===== config.mk =====
export PLATFORM = sky130hd
export DESIGN_NAME = opc5ls_cpu
export DESIGN_NICKNAME = d
export VERILOG_FILES = /design/src/source/opc5ls_pkg.sv /design/src/source/opc5ls_decode.sv /design/src/source/opc5ls_regfile.sv /design/src/source/opc5ls_alu.sv /design/src/source/opc5ls_sequencer.sv /design/src/source/opc5ls_cpu.sv
export SDC_FILE = /design/constraint.sdc
export NUM_CORES = 1
export LEC_CHECK = 0
export BUFFER_PORTS_ARGS = -buffer_cell sky130_fd_sc_hd__buf_2
export CORE_UTILIZATION = 60
export CTS_CLUSTER_DIAMETER = 120
export DETAILED_ROUTE_END_ITERATION = 8
export PLACE_DENSITY = 0.8
export SLEW_MARGIN = 20
export SYNTH_ARGS = -nofsm -noshare
export SYNTH_HDL_FRONTEND = slang
export SYNTH_SLANG_ARGS = --single-unit

===== constraint.sdc =====
create_clock -name clk -period 15.45 [get_ports clk]
set_input_delay 3.09 -clock clk [delete_from_list [all_inputs] [get_ports clk]]
set_output_delay 3.09 -clock clk [all_outputs]
set_load 0.01 [all_outputs]

===== src/source/opc5ls_pkg.sv =====
package opc5ls_pkg;

   // opcodes in instruction-set order
   localparam logic [3:0] op_mov  = 4'h0;
   localparam logic [3:0] op_and  = 4'h1;
   localparam logic [3:0] op_or   = 4'h2;
   localparam logic [3:0] op_xor  = 4'h3;
   localparam logic [3:0] op_add  = 4'h4;
   localparam logic [3:0] op_adc  = 4'h5;
   localparam logic [3:0] op_sto  = 4'h6;
   localparam logic [3:0] op_ld   = 4'h7;
   localparam logic [3:0] op_ror  = 4'h8;
   localparam logic [3:0] op_not  = 4'h9;
   localparam logic [3:0] op_sub  = 4'hA;
   localparam logic [3:0] op_sbc  = 4'hB;
   localparam logic [3:0] op_cmp  = 4'hC;
   localparam logic [3:0] op_cmpc = 4'hD;
   localparam logic [3:0] op_bswp = 4'hE;
   localparam logic [3:0] op_psr  = 4'hF;

   localparam logic [2:0] st_fetch0 = 3'h0;   // first instruction word
   localparam logic [2:0] st_fetch1 = 3'h1;   // immediate word
   localparam logic [2:0] st_ea_ed  = 3'h2;   // effective address / predicate re-check
   localparam logic [2:0] st_rdmem  = 3'h3;
   localparam logic [2:0] st_exec   = 3'h4;
   localparam logic [2:0] st_wrmem  = 3'h5;

   localparam logic [3:0] reg_zero = 4'h0;    // r0 reads as zero
   localparam logic [3:0] reg_pc   = 4'hF;    // r15 reads as pc

   typedef struct packed {
      logic       pred_c;                     // bit 15
      logic       pred_z;                     // bit 14
      logic       invert;                     // bit 13
      logic       len;                        // two-word instruction
      logic [3:0] opcode;
      logic [3:0] src;
      logic [3:0] dst;
   } instr_t;

   // latched word plus predecode bits, 21 bits
   typedef struct packed {
      logic   is_cmp;
      logic   put_psr;
      logic   get_psr;
      logic   is_sto;
      logic   is_ld;
      instr_t word;
   } ir_t;

   typedef struct packed {
      logic carry;
      logic zero;
   } flags_t;

endpackage


===== src/source/opc5ls_decode.sv =====
module opc5ls_decode (
   input  logic               clk,
   input  logic               reset_b,
   input  opc5ls_pkg::instr_t din,
   input  logic               load_ir,
   input  opc5ls_pkg::flags_t flags,
   input  opc5ls_pkg::flags_t next_flags,
   output opc5ls_pkg::ir_t    ir,
   output logic               pred,
   output logic               pred_din,
   output logic               pred_next
);

   opc5ls_pkg::ir_t ir_d;

   function automatic logic pred_eval(input opc5ls_pkg::instr_t w,
                                      input opc5ls_pkg::flags_t f);
      return w.invert ^ ((w.pred_c | f.carry) & (w.pred_z | f.zero));
   endfunction

   always_comb
   begin
      ir_d.is_cmp  = (din.opcode == opc5ls_pkg::op_cmp) || (din.opcode == opc5ls_pkg::op_cmpc);
      ir_d.put_psr = (din.opcode == opc5ls_pkg::op_psr) && (din.src != opc5ls_pkg::reg_zero)
                     && (din.dst == opc5ls_pkg::reg_zero);
      ir_d.get_psr = (din.opcode == opc5ls_pkg::op_psr) && (din.dst != opc5ls_pkg::reg_zero)
                     && (din.src == opc5ls_pkg::reg_zero);
      ir_d.is_sto  = din.opcode == opc5ls_pkg::op_sto;
      ir_d.is_ld   = din.opcode == opc5ls_pkg::op_ld;
      ir_d.word    = din;
   end

   always_ff @(posedge clk or negedge reset_b)
   begin
      if (!reset_b)
      begin
         ir <= '0;
      end
      else if (load_ir)
      begin
         ir <= ir_d;                          // fetch0 and exec only
      end
   end

   assign pred      = pred_eval(ir.word, flags);   // once ir is loaded
   assign pred_din  = pred_eval(din, flags);       // raw word in fetch0
   // exec shortcut sees the flags this instruction is about to write
   assign pred_next = pred_eval(din, next_flags);

endmodule


===== src/source/opc5ls_regfile.sv =====
module opc5ls_regfile (
   input  logic            clk,
   input  opc5ls_pkg::ir_t ir,
   input  logic [15:0]     pc,
   input  logic            exec_en,
   input  logic [15:0]     result,
   output logic [15:0]     dst_data,
   output logic [15:0]     src_data
);

   logic [15:0] regs [16];
   logic [3:0]  wr_idx;

   assign wr_idx = ir.is_cmp ? opc5ls_pkg::reg_zero : ir.word.dst;   // compares dump into r0

   always_ff @(posedge clk)
   begin
      if (exec_en && (wr_idx != opc5ls_pkg::reg_pc))   // pc lives in the sequencer
      begin
         regs[wr_idx] <= result;
      end
   end

   // port 1 reads the destination, port 2 the source
   assign dst_data = (ir.word.dst == opc5ls_pkg::reg_pc)   ? pc :
                     (ir.word.dst == opc5ls_pkg::reg_zero) ? 16'h0000 :
                     regs[ir.word.dst];

   assign src_data = (ir.word.src == opc5ls_pkg::reg_pc)   ? pc :
                     (ir.word.src == opc5ls_pkg::reg_zero) ? 16'h0000 :
                     regs[ir.word.src];

endmodule


===== src/source/opc5ls_alu.sv =====
module opc5ls_alu (
   input  opc5ls_pkg::ir_t    ir,
   input  logic [15:0]        dst_data,
   input  logic [15:0]        operand,
   input  opc5ls_pkg::flags_t flags,
   output logic [15:0]        result,
   output opc5ls_pkg::flags_t next_flags
);

   logic carry;

   always_comb
   begin
      result = operand;
      carry  = flags.carry;
      case (ir.word.opcode)
         opc5ls_pkg::op_mov, opc5ls_pkg::op_ld, opc5ls_pkg::op_sto, opc5ls_pkg::op_psr:
         begin
            result = ir.get_psr ? {14'b0, flags} : operand;
         end
         opc5ls_pkg::op_and, opc5ls_pkg::op_or:
         begin
            result = ir.word.opcode[0] ? (dst_data & operand) : (dst_data | operand);
         end
         opc5ls_pkg::op_add, opc5ls_pkg::op_adc:
         begin
            {carry, result} = {1'b0, dst_data} + {1'b0, operand}
                              + {16'b0, ir.word.opcode[0] & flags.carry};
         end
         opc5ls_pkg::op_sub, opc5ls_pkg::op_sbc, opc5ls_pkg::op_cmp, opc5ls_pkg::op_cmpc:
         begin
            // add the inverted operand, carry in is 1 or C
            {carry, result} = {1'b0, dst_data} + {1'b0, ~operand}
                              + {16'b0, ir.word.opcode[0] ? flags.carry : 1'b1};
         end
         opc5ls_pkg::op_xor, opc5ls_pkg::op_bswp:
         begin
            result = ir.word.opcode[3] ? {operand[7:0], operand[15:8]} : (dst_data ^ operand);
         end
         opc5ls_pkg::op_ror, opc5ls_pkg::op_not:
         begin
            if (ir.word.opcode[0])
            begin
               result = ~operand;
            end
            else
            begin
               {result, carry} = {flags.carry, operand};   // rotate through carry
            end
         end
         default:
         begin
            result = operand;
         end
      endcase

      if (ir.put_psr)
      begin
         next_flags = opc5ls_pkg::flags_t'(operand[1:0]);
      end
      else if (ir.word.dst != opc5ls_pkg::reg_pc)
      begin
         next_flags.carry = carry;
         next_flags.zero  = ~|result;
      end
      else
      begin
         next_flags = flags;                  // jumps leave C and Z alone
      end
   end

endmodule


===== src/source/opc5ls_sequencer.sv =====
module opc5ls_sequencer (
   input  logic               clk,
   input  logic               reset_b,
   input  opc5ls_pkg::instr_t din,
   input  opc5ls_pkg::ir_t    ir,
   input  logic               pred,
   input  logic               pred_din,
   input  logic               pred_next,
   input  logic [15:0]        src_data,
   input  logic [15:0]        result,
   output logic [2:0]         state,
   output logic [15:0]        pc,
   output logic [15:0]        operand,
   output logic [15:0]        address,
   output logic               rnw,
   output logic               load_ir,
   output logic               exec_en
);

   logic [2:0]  state_nxt;
   logic [15:0] operand_q;
   logic        din_mem;                     // word on din is ld or sto
   logic        pc_write;

   assign din_mem  = (din.opcode == opc5ls_pkg::op_ld) || (din.opcode == opc5ls_pkg::op_sto);
   assign pc_write = ir.word.dst == opc5ls_pkg::reg_pc;

   always_comb
   begin
      case (state)
         opc5ls_pkg::st_fetch0:
            state_nxt = din.len  ? opc5ls_pkg::st_fetch1 :
                        !pred_din ? opc5ls_pkg::st_fetch0 :
                        din_mem  ? opc5ls_pkg::st_ea_ed : opc5ls_pkg::st_exec;
         opc5ls_pkg::st_fetch1:   // index register needs the address add
            state_nxt = !pred ? opc5ls_pkg::st_fetch0 :
                        ((ir.word.src != opc5ls_pkg::reg_zero) || ir.is_ld || ir.is_sto) ?
                        opc5ls_pkg::st_ea_ed : opc5ls_pkg::st_exec;
         opc5ls_pkg::st_ea_ed:
            state_nxt = !pred    ? opc5ls_pkg::st_fetch0 :
                        ir.is_ld  ? opc5ls_pkg::st_rdmem :
                        ir.is_sto ? opc5ls_pkg::st_wrmem : opc5ls_pkg::st_exec;
         opc5ls_pkg::st_rdmem:
            state_nxt = opc5ls_pkg::st_exec;
         opc5ls_pkg::st_exec:     // false shortcut falls back to ea_ed for the re-check
            state_nxt = pc_write  ? opc5ls_pkg::st_fetch0 :
                        din.len   ? opc5ls_pkg::st_fetch1 :
                        din_mem   ? opc5ls_pkg::st_ea_ed :
                        pred_next ? opc5ls_pkg::st_exec : opc5ls_pkg::st_ea_ed;
         default:
            state_nxt = opc5ls_pkg::st_fetch0;   // wrmem and unused codes
      endcase
   end

   always_ff @(posedge clk or negedge reset_b)
   begin
      if (!reset_b)
      begin
         state <= opc5ls_pkg::st_fetch0;
         pc    <= 16'h0000;
      end
      else
      begin
         state <= state_nxt;
         if ((state == opc5ls_pkg::st_fetch0) || (state == opc5ls_pkg::st_fetch1))
         begin
            pc <= pc + 16'd1;
         end
         else if (state == opc5ls_pkg::st_exec)
         begin
            pc <= pc_write ? result : pc + 16'd1;
         end
      end
   end

   always_ff @(posedge clk)
   begin
      case (state)
         opc5ls_pkg::st_fetch0, opc5ls_pkg::st_exec: operand_q <= 16'h0000;
         opc5ls_pkg::st_fetch1, opc5ls_pkg::st_rdmem: operand_q <= din;   // immediate or load data
         opc5ls_pkg::st_ea_ed: operand_q <= src_data + operand_q;         // base plus offset
         default: operand_q <= operand_q;
      endcase
   end

   assign operand = (ir.word.len || ir.is_ld) ? operand_q : src_data;
   assign address = ((state == opc5ls_pkg::st_rdmem) || (state == opc5ls_pkg::st_wrmem)) ?
                    operand_q : pc;
   assign rnw     = state != opc5ls_pkg::st_wrmem;
   assign load_ir = (state == opc5ls_pkg::st_fetch0) || (state == opc5ls_pkg::st_exec);
   assign exec_en = state == opc5ls_pkg::st_exec;

endmodule


===== src/source/opc5ls_cpu.sv =====
module opc5ls_cpu (
   input  logic [15:0] din,
   output logic [15:0] dout,
   output logic [15:0] address,
   output logic        rnw,
   input  logic        clk,
   input  logic        reset_b
);

   opc5ls_pkg::ir_t    ir;
   opc5ls_pkg::flags_t flags_q;
   opc5ls_pkg::flags_t next_flags;
   logic               pred;
   logic               pred_din;
   logic               pred_next;
   logic               load_ir;
   logic               exec_en;
   logic [15:0]        pc;
   logic [15:0]        operand;
   logic [15:0]        dst_data;
   logic [15:0]        src_data;
   logic [15:0]        result;

   always_ff @(posedge clk or negedge reset_b)
   begin
      if (!reset_b)
      begin
         flags_q <= '0;
      end
      else if (exec_en)
      begin
         flags_q <= next_flags;               // C and Z
      end
   end

   assign dout = dst_data;                    // stores always write the destination reg

   opc5ls_decode u_decode (
      .clk        (clk),
      .reset_b    (reset_b),
      .din        (din),
      .load_ir    (load_ir),
      .flags      (flags_q),
      .next_flags (next_flags),
      .ir         (ir),
      .pred       (pred),
      .pred_din   (pred_din),
      .pred_next  (pred_next)
   );

   opc5ls_regfile u_regfile (
      .clk      (clk),
      .ir       (ir),
      .pc       (pc),
      .exec_en  (exec_en),
      .result   (result),
      .dst_data (dst_data),
      .src_data (src_data)
   );

   opc5ls_alu u_alu (
      .ir         (ir),
      .dst_data   (dst_data),
      .operand    (operand),
      .flags      (flags_q),
      .result     (result),
      .next_flags (next_flags)
   );

   opc5ls_sequencer u_sequencer (
      .clk       (clk),
      .reset_b   (reset_b),
      .din       (din),
      .ir        (ir),
      .pred      (pred),
      .pred_din  (pred_din),
      .pred_next (pred_next),
      .src_data  (src_data),
      .result    (result),
      .state     (),
      .pc        (pc),
      .operand   (operand),
      .address   (address),
      .rnw       (rnw),
      .load_ir   (load_ir),
      .exec_en   (exec_en)
   );

endmodule


# After elaboration in Yosys (flattened, before gate mapping)
# Memory sizes are Yosys's and may differ from the RTL's.
# Cells that the tools add are included.
[classes] n_bitwise=17 n_mux=36 n_eq_ne=30 n_reduce_logical=34 n_addsub=6
[ops] cell="$mux 16" n=13
[ops] cell="$pmux 16 s6" n=1
[ops] cell="$eq 4x4->1 const B" n=13
[ops] cell="$pmux 16 s3" n=1
[ops] cell="$add 16x16->17" n=2
[ops] cell="$add 17x1->17" n=2
[ops] cell="$mux 3" n=11
[ops] cell="$eq 4x3->1 const B" n=6
[ops] cell="$logic_not 4->1" n=5
[ops] cell="$add 16x1->16 const B" n=1
[ops] cell="$add 16x16->16" n=1
[ops] cell="$and 16x16->16" n=1
[ops] cell="$not 16->16" n=1
[ops] cell="$or 16x16->16" n=1
[ops] cell="$reduce_or 16->1" n=1
[ops] cell="$xor 16x16->16" n=1
[ops] cell="$pmux 3 s5" n=1
[ops] cell="$reduce_bool 4->1" n=3
[ops] cell="$reduce_or 2->1" n=6
[ops] cell="$eq 4x2->1 const B" n=2
[ops] cell="$logic_or 1x1->1" n=8
[ops] cell="$ne 4x4->1 const B" n=2
[ops] cell="$reduce_or 4->1" n=2
[ops] cell="$eq 3x2->1 const B" n=2
[ops] cell="16 further kinds" n=36
[word_totals] n_memories=1 output_inout_bits=33 ff_bits=58 in_bits=18 ram_bits=256
[memory_table] memory="u_regfile.regs" depth=16 word_bits=16 rd=2 rd_ports_with_merged_regs=0 write_ports=1 line="opc5ls_regfile.sv:11" text="logic [15:0] regs [16];"

# Depth between registers and ports, before layout
[logic_depth] word_depth=20 depth_mapped=23 ltp_nobuf=19

# Hierarchy
# A second synthesis with hierarchy kept.
[hier_totals] cells_unflattened=1600 hier_area_um2=18433.9
[by_module_without_submodules] module="opc5ls_regfile" area_per_inst_um2=10874.2 cells_per_inst=668 seq_area_each_um2=6726.5 instances=1
[by_module_without_submodules] module="opc5ls_alu" area_per_inst_um2=3606.0 cells_per_inst=520 seq_area_each_um2=0.0 instances=1
[by_module_without_submodules] module="opc5ls_sequencer" area_per_inst_um2=2987.9 cells_per_inst=342 seq_area_each_um2=955.9 instances=1
[by_module_without_submodules] module="opc5ls_decode" area_per_inst_um2=893.4 cells_per_inst=66 seq_area_each_um2=525.5 instances=1
[by_module_without_submodules] module="opc5ls_cpu" area_per_inst_um2=72.6 cells_per_inst=4 seq_area_each_um2=50.0 instances=1

# Worst setup path after synthesis
# No wires, ideal clock.
[synth_path] kind="register -> register" startpoint="reg u_decode.ir[0] (netlist name)" endpoint="reg u_sequencer.state[2]" path_buffers=2 path_stages_with_launch=19 period_less_slack_ns=5.910 required_ns=15.316 slack_ns=9.540 t_arrival_ns=5.776 path_cell_list="dfrtp_1 > clkbuf_1 > buf_1 > mux4_2 > mux4_2 > a22o_1 > fa_1 > fa_1 > a211oi_1 > o21ai_0 > a41oi_1 > o31ai_1 > xor2_1 > a22oi_1 > o211ai_1 > nand4bb_1 > o21ba_1 > o41ai_1 > o21ai_1"
[synth_between] elab_chain_len=18 word_cells_on_any_way=30 cone_classes="add/sub (4); eq/ne (2); mux (13); bitwise (7); reduce/logical (3); memory (1)"
[synth_lines] element="$mem_v2 16x16 / $logic_not 4->1 (equally long branches)"
[synth_lines] element="$mux 16" line="opc5ls_regfile.sv:26" text="(ir.word.dst == opc5ls_pkg::reg_zero) ? 16'h0000 :"
[synth_lines] element="$mux 16 *" line="opc5ls_regfile.sv:25" text="assign dst_data = (ir.word.dst == opc5ls_pkg::reg_pc) ? pc :"
[synth_lines] element="via dout[0]" line="opc5ls_cpu.sv:3" text="output logic [15:0] dout,"
[synth_lines] element="$add 16x16->17 (on tied branches)" line="opc5ls_alu.sv:33, opc5ls_alu.sv:27"
[synth_lines] element="$add 17x1->17 (on tied branches)" line="opc5ls_alu.sv:34, opc5ls_alu.sv:28"
[synth_lines] element="$pmux 16 s6 *" line="opc5ls_alu.sv:16" text="case (ir.word.opcode)"
[synth_lines] element="via result[12]" line="opc5ls_cpu.sv:22" text="logic [15:0] result;"
[synth_lines] element="(+5 left out)"
[synth_lines] element="$and 1x1->1 *" line="opc5ls_decode.sv:18" text="return w.invert ^ ((w.pred_c | f.carry) & (w.pred_z | f.zero));"
[synth_lines] element="$xor 1x1->1 *" line="opc5ls_decode.sv:18"
[synth_lines] element="$mux 3 *" line="opc5ls_sequencer.sv:49" text="pred_next ? opc5ls_pkg::st_exec : opc5ls_pkg::st_ea_ed;"
[synth_lines] element="$mux 3 *" line="opc5ls_sequencer.sv:48" text="din_mem ? opc5ls_pkg::st_ea_ed :"
[synth_lines] element="$mux 3 *" line="opc5ls_sequencer.sv:47" text="din.len ? opc5ls_pkg::st_fetch1 :"
[synth_lines] element="$mux 3 *" line="opc5ls_sequencer.sv:46" text="state_nxt = pc_write ? opc5ls_pkg::st_fetch0 :"
[synth_lines] element="$pmux 3 s5 *" line="opc5ls_sequencer.sv:30" text="case (state)"
[synth_lines] element="via u_sequencer.state_nxt[2]" line="opc5ls_sequencer.sv:20" text="logic [2:0] state_nxt;"
[synth_lines] element="end signal: assignment" line="opc5ls_sequencer.sv:59" text="state <= opc5ls_pkg::st_fetch0;"
[synth_lines] element="end signal: assignment" line="opc5ls_sequencer.sv:64" text="state <= state_nxt;"
[synth_lines] element="end: declaration" line="opc5ls_sequencer.sv:11" text="output logic [2:0] state,"
# Mark *: on every way through the listed nets, which the timed path passes. The rest lies on a longest branch.
# A chain may end at the register's enable or synchronous reset.

# Worst setup path after layout
[layout_path] startpoint="reg u_decode.ir[5] (netlist name)" endpoint="reg u_sequencer.state[2]"
[layout_between] elab_chain_len=20 word_cells_on_any_way=39 cone_classes="add/sub (4); eq/ne (1); mux (19); bitwise (8); reduce/logical (6); memory (1)"
[layout_lines] element="$mem_v2 16x16 / $logic_not 4->1 (equally long branches)"
[layout_lines] element="$mux 16" line="opc5ls_regfile.sv:30" text="(ir.word.src == opc5ls_pkg::reg_zero) ? 16'h0000 :"
[layout_lines] element="$mux 16 *" line="opc5ls_regfile.sv:29" text="assign src_data = (ir.word.src == opc5ls_pkg::reg_pc) ? pc :"
[layout_lines] element="$mux 16 *" line="opc5ls_sequencer.sv:86" text="assign operand = (ir.word.len || ir.is_ld) ? operand_q : src_data;"
[layout_lines] element="$not 16->16" line="opc5ls_alu.sv:33, opc5ls_alu.sv:44"
[layout_lines] element="$add 16x16->17" line="opc5ls_alu.sv:33" text="{carry, result} = {1'b0, dst_data} + {1'b0, ~operand}"
[layout_lines] element="$add 17x1->17" line="opc5ls_alu.sv:34" text="+ {16'b0, ir.word.opcode[0] ? flags.carry : 1'b1};"
[layout_lines] element="$pmux 16 s6 *" line="opc5ls_alu.sv:16"
[layout_lines] element="via result[14]" line="opc5ls_cpu.sv:22"
[layout_lines] element="(+5 left out)"
[layout_lines] element="$and 1x1->1 *" line="opc5ls_decode.sv:18"
[layout_lines] element="$xor 1x1->1 *" line="opc5ls_decode.sv:18"
[layout_lines] element="$mux 3 *" line="opc5ls_sequencer.sv:49"
[layout_lines] element="$mux 3 *" line="opc5ls_sequencer.sv:48"
[layout_lines] element="$mux 3 *" line="opc5ls_sequencer.sv:47"
[layout_lines] element="$mux 3 *" line="opc5ls_sequencer.sv:46"
[layout_lines] element="$pmux 3 s5 *" line="opc5ls_sequencer.sv:30"
[layout_lines] element="via u_sequencer.state_nxt[2]" line="opc5ls_sequencer.sv:20"
# Marks and branches as above.

==> qor.yml <==
synth:
  synthAdderAreaFrac: 0.04639
  ys_types: 98
  synth_compound_area_frac: 0.1505
  synth-async-reset-ratio: 0.1338
  synth_edf_count: 272
  synth-main-ff-cell: "edfxtp_1"
  synth_area_sq_um: 19690
  synthXorXnorAreaFrac: 0.009786
  synthCells: 1663
  synth_warnings: 0
  synthMuxAreaShare: 0.1696
  yosys.area_share.simple: 0.1102
  ys_ff_latch: 314
  synth_top_family_by_area: "multiplexers"
  syn-mean-instance-area_sq_um: 11.84
  ys_seq_area_frac: 0.4682
floorplanning:
  start_util: 0.6176
  io-pin-count: 51
  die_w_microns: 183.2
  dieHeight_microns: 183.2
  rows: 65
  dieArea_sq_um: 33550
  core_sq_um: 31880
layout:
  nFillCells: 2304
  regArea_sq_um: 9228
  diodes: 0
  fin_nets: 1773
  multiInputGateArea_sq_um: 9721
  drive_above_1_share: 0.1918
  synthToLayoutAreaGrowth_pct: 8.883
  final_area_sq_um: 21440
critical_path:
  path_max_fanout: 59
  cpLargestDelayFamily: "compound AO/OA/AOI/OAI gates"
  slowest_stage: "dfrtp_4"
  cp.arrival_ps: 8610
  cp_num_buf_inv: 1
  cp-start-kind: "register"
  crit_top_cell: "o21ai_0"
  required_ps: 15890
  critPathCaptureType: "register"
  crit_path_cell_trace: "buf_4, nor2b_1, a221oi_1, nor3_1, a2111oi_4, o21ai_0, fa_1, a211oi_1, o21ai_0, a41oi_1, o31ai_1, mux2i_1, nand4_1, nor2_1, nand4bb_1, o21ba_1, o41ai_1, o21ai_1"
  crit_type: "register to register"
  max_stage_delay_ps: 890
global_route:
  grt_pass1_vias: 15100
  gr-total-overflow: 0
  track_usage: 0.4191
  antenna_found_initial: 2
  grt_pass1_wl_microns: 101500
  grt_max_degree: 60
clocking:
  clockBufferDepth: 3
  ctsHoldBuffers: 0
  cts_tree: "done"
  cts_setup_buffers: 0
  clk_latency_ps: 600
  clock_sinks: 314
  clock-root-buffer: "clkbuf_16"
  cts_resized: 0
  cts_buffers: 31
  cts.clk_slew.worst_paths_ps: 70
  htree_levels: 1
route:
  first_pass_iters: 6
  drc_errors: 0
  wire_per_inst_microns: 32.29
  via_count: 15940
  drtIter0Drc: 2659
  finalWirelength_microns: 69270
  antenna_left: 0
  vias_per_cell: 7.433
place:
  dp_hpwl_microns: 48960
  dpl-instance-area_sq_um: 20380
  globalplace.congestion: 1.004
  port-buffer-count: 50
run:
  max_cap_viol_count: 0
sta:
  whs_ps: 486.6
  fin_setup_tns_ps: 0
  final_max_slew_viol_count: 0
  rsz0062_at_grt: "false"
  slew_headroom: 0.2059
  hold_viol: 0
  fin_crit_sh: 0.5289
  setup_viol: 0
  fin_worst_skew_ps: 27.78
  timing.fmax_mhz: 122.4
  post-route-min-period_ps: 8171
  worst-slew-pin-transition_ps: 1184
outcome:
  status: "finished clean"
worst_hold_path:
  hp-class: "register to register"
[cells in the final DEF, fill, tap and decap left out, types with 12 or more instances in the layout]
| master | netlist | routed |
|---|---|---|
| mux4_2 | 95 | 95 |
| edfxtp_1 | 272 | 272 |
| nor2_1 | 101 | 93 |
| nand3_1 | 34 | 34 |
| o31ai_1 | 13 | 13 |
| o21ai_0 | 68 | 68 |
| buf_2 | 12 | 50 |
| a21oi_1 | 70 | 70 |
| nor3_1 | 35 | 33 |
| inv_1 | 78 | 78 |
| a22oi_1 | 27 | 27 |
| dfrtp_1 | 42 | 39 |
| mux2i_1 | 75 | 75 |
| nand2b_1 | 14 | 14 |
| buf_4 | 2 | 46 |
| a22o_1 | 17 | 17 |
| mux2_2 | 27 | 27 |
| nor2b_1 | 15 | 14 |
| clkbuf_16 | 0 | 31 |
| nor4_1 | 22 | 17 |
| xor2_1 | 12 | 12 |
| a221oi_1 | 14 | 14 |
| ha_1 | 65 | 65 |
| o22ai_1 | 29 | 29 |
| a211oi_1 | 17 | 17 |
| conb_1 | 1 | 16 |
| o221ai_1 | 13 | 13 |
| nand2_1 | 131 | 131 |
[per-layer routing]
layer / part of all wire / global-route usage
met1: 0.35 / 0.5566
met2: 0.44 / 0.6322
met4: 0.072 / 0.2457
met5: 0.00023 / 0
met3: 0.13 / 0.09968
[flip-flops by register name, indices dropped and copies added (netlist names)]
name                   cells
u_sequencer.state          3
u_regfile.regs           256
u_sequencer.pc            16
flags_q                    2
u_sequencer.operand_q     16
u_decode.ir               21
[metrics by stage]
stage / util / worst slack [ps] / instances
6_report: 0.6725 / 7279 / 2145
5_1_grt: 0.6725 / 7069 / 2145
4_1_cts: 0.6719 / 7680 / 2145
3_5_place_dp: 0.6391 / 7724 / 2087
3_3_place_gp: 0.6391 / 7951 / 2087
2_1_floorplan: - / 9540 / 1678
[worst min-delay path, stage by stage, from the launching register on]
cell     delay (ps)
dfrtp_1         340
nand2_1          50
o21ai_0          60
[cell type report]
type | instances | area share
flip-flops and latches | 314 | 0.4304
well taps | 435 | 0.02539
repair buffers | 97 | 0.02830
clock buffers | 34 | 0.03671
multi-input cells | 1162 | 0.4534
inverters | 79 | 0.01383
clock inverters | 24 | 0.01196
[cells in the mapped netlist, types with 27 or more instances]
master | instances | area (sq um)
a21oi_1 | 70 | 350.3
edfxtp_1 | 272 | 8168
mux2_2 | 27 | 304.0
nand3_1 | 34 | 170.2
nor2_1 | 101 | 379.1
mux2i_1 | 75 | 750.7
nor3_1 | 35 | 175.2
nand2_1 | 131 | 491.7
o22ai_1 | 29 | 181.4
clkbuf_1 | 80 | 300.3
inv_1 | 78 | 292.8
dfrtp_1 | 42 | 1051
o21ai_0 | 68 | 340.3
a22oi_1 | 27 | 202.7
mux4_2 | 95 | 2140
ha_1 | 65 | 813.3
[path summary, 6_finish.rpt]
path / from / slack [ps] / to / cells after the start
worst min-delay path: u_decode.ir[15] / 490 / u_decode.ir[15] / 2
max in group asynchronous: reset_b / 12340 / u_decode.ir[0] / 2
worst max-delay path: u_decode.ir[5] / 7280 / u_sequencer.state[2] / 18
worst max register to register: u_decode.ir[5] / 7280 / u_sequencer.state[2] / 18
worst min register to register: u_decode.ir[15] / 490 / u_decode.ir[15] / 2
min in group asynchronous: reset_b / 2600 / u_decode.ir[11] / 2
[cells by family after synthesis]
family,after synthesis
adder cells (fa/ha/maj),70
flip-flops,314
other,1
XOR/XNOR,22
AO/OA/AOI/OAI,411
multiplexers,207
AND/OR/NAND/NOR,436
buffers and inverters,202
Power is left out: the tool's default activity adds up to more than one toggle a clock period on the data nets, which glitch-free logic cannot reach.
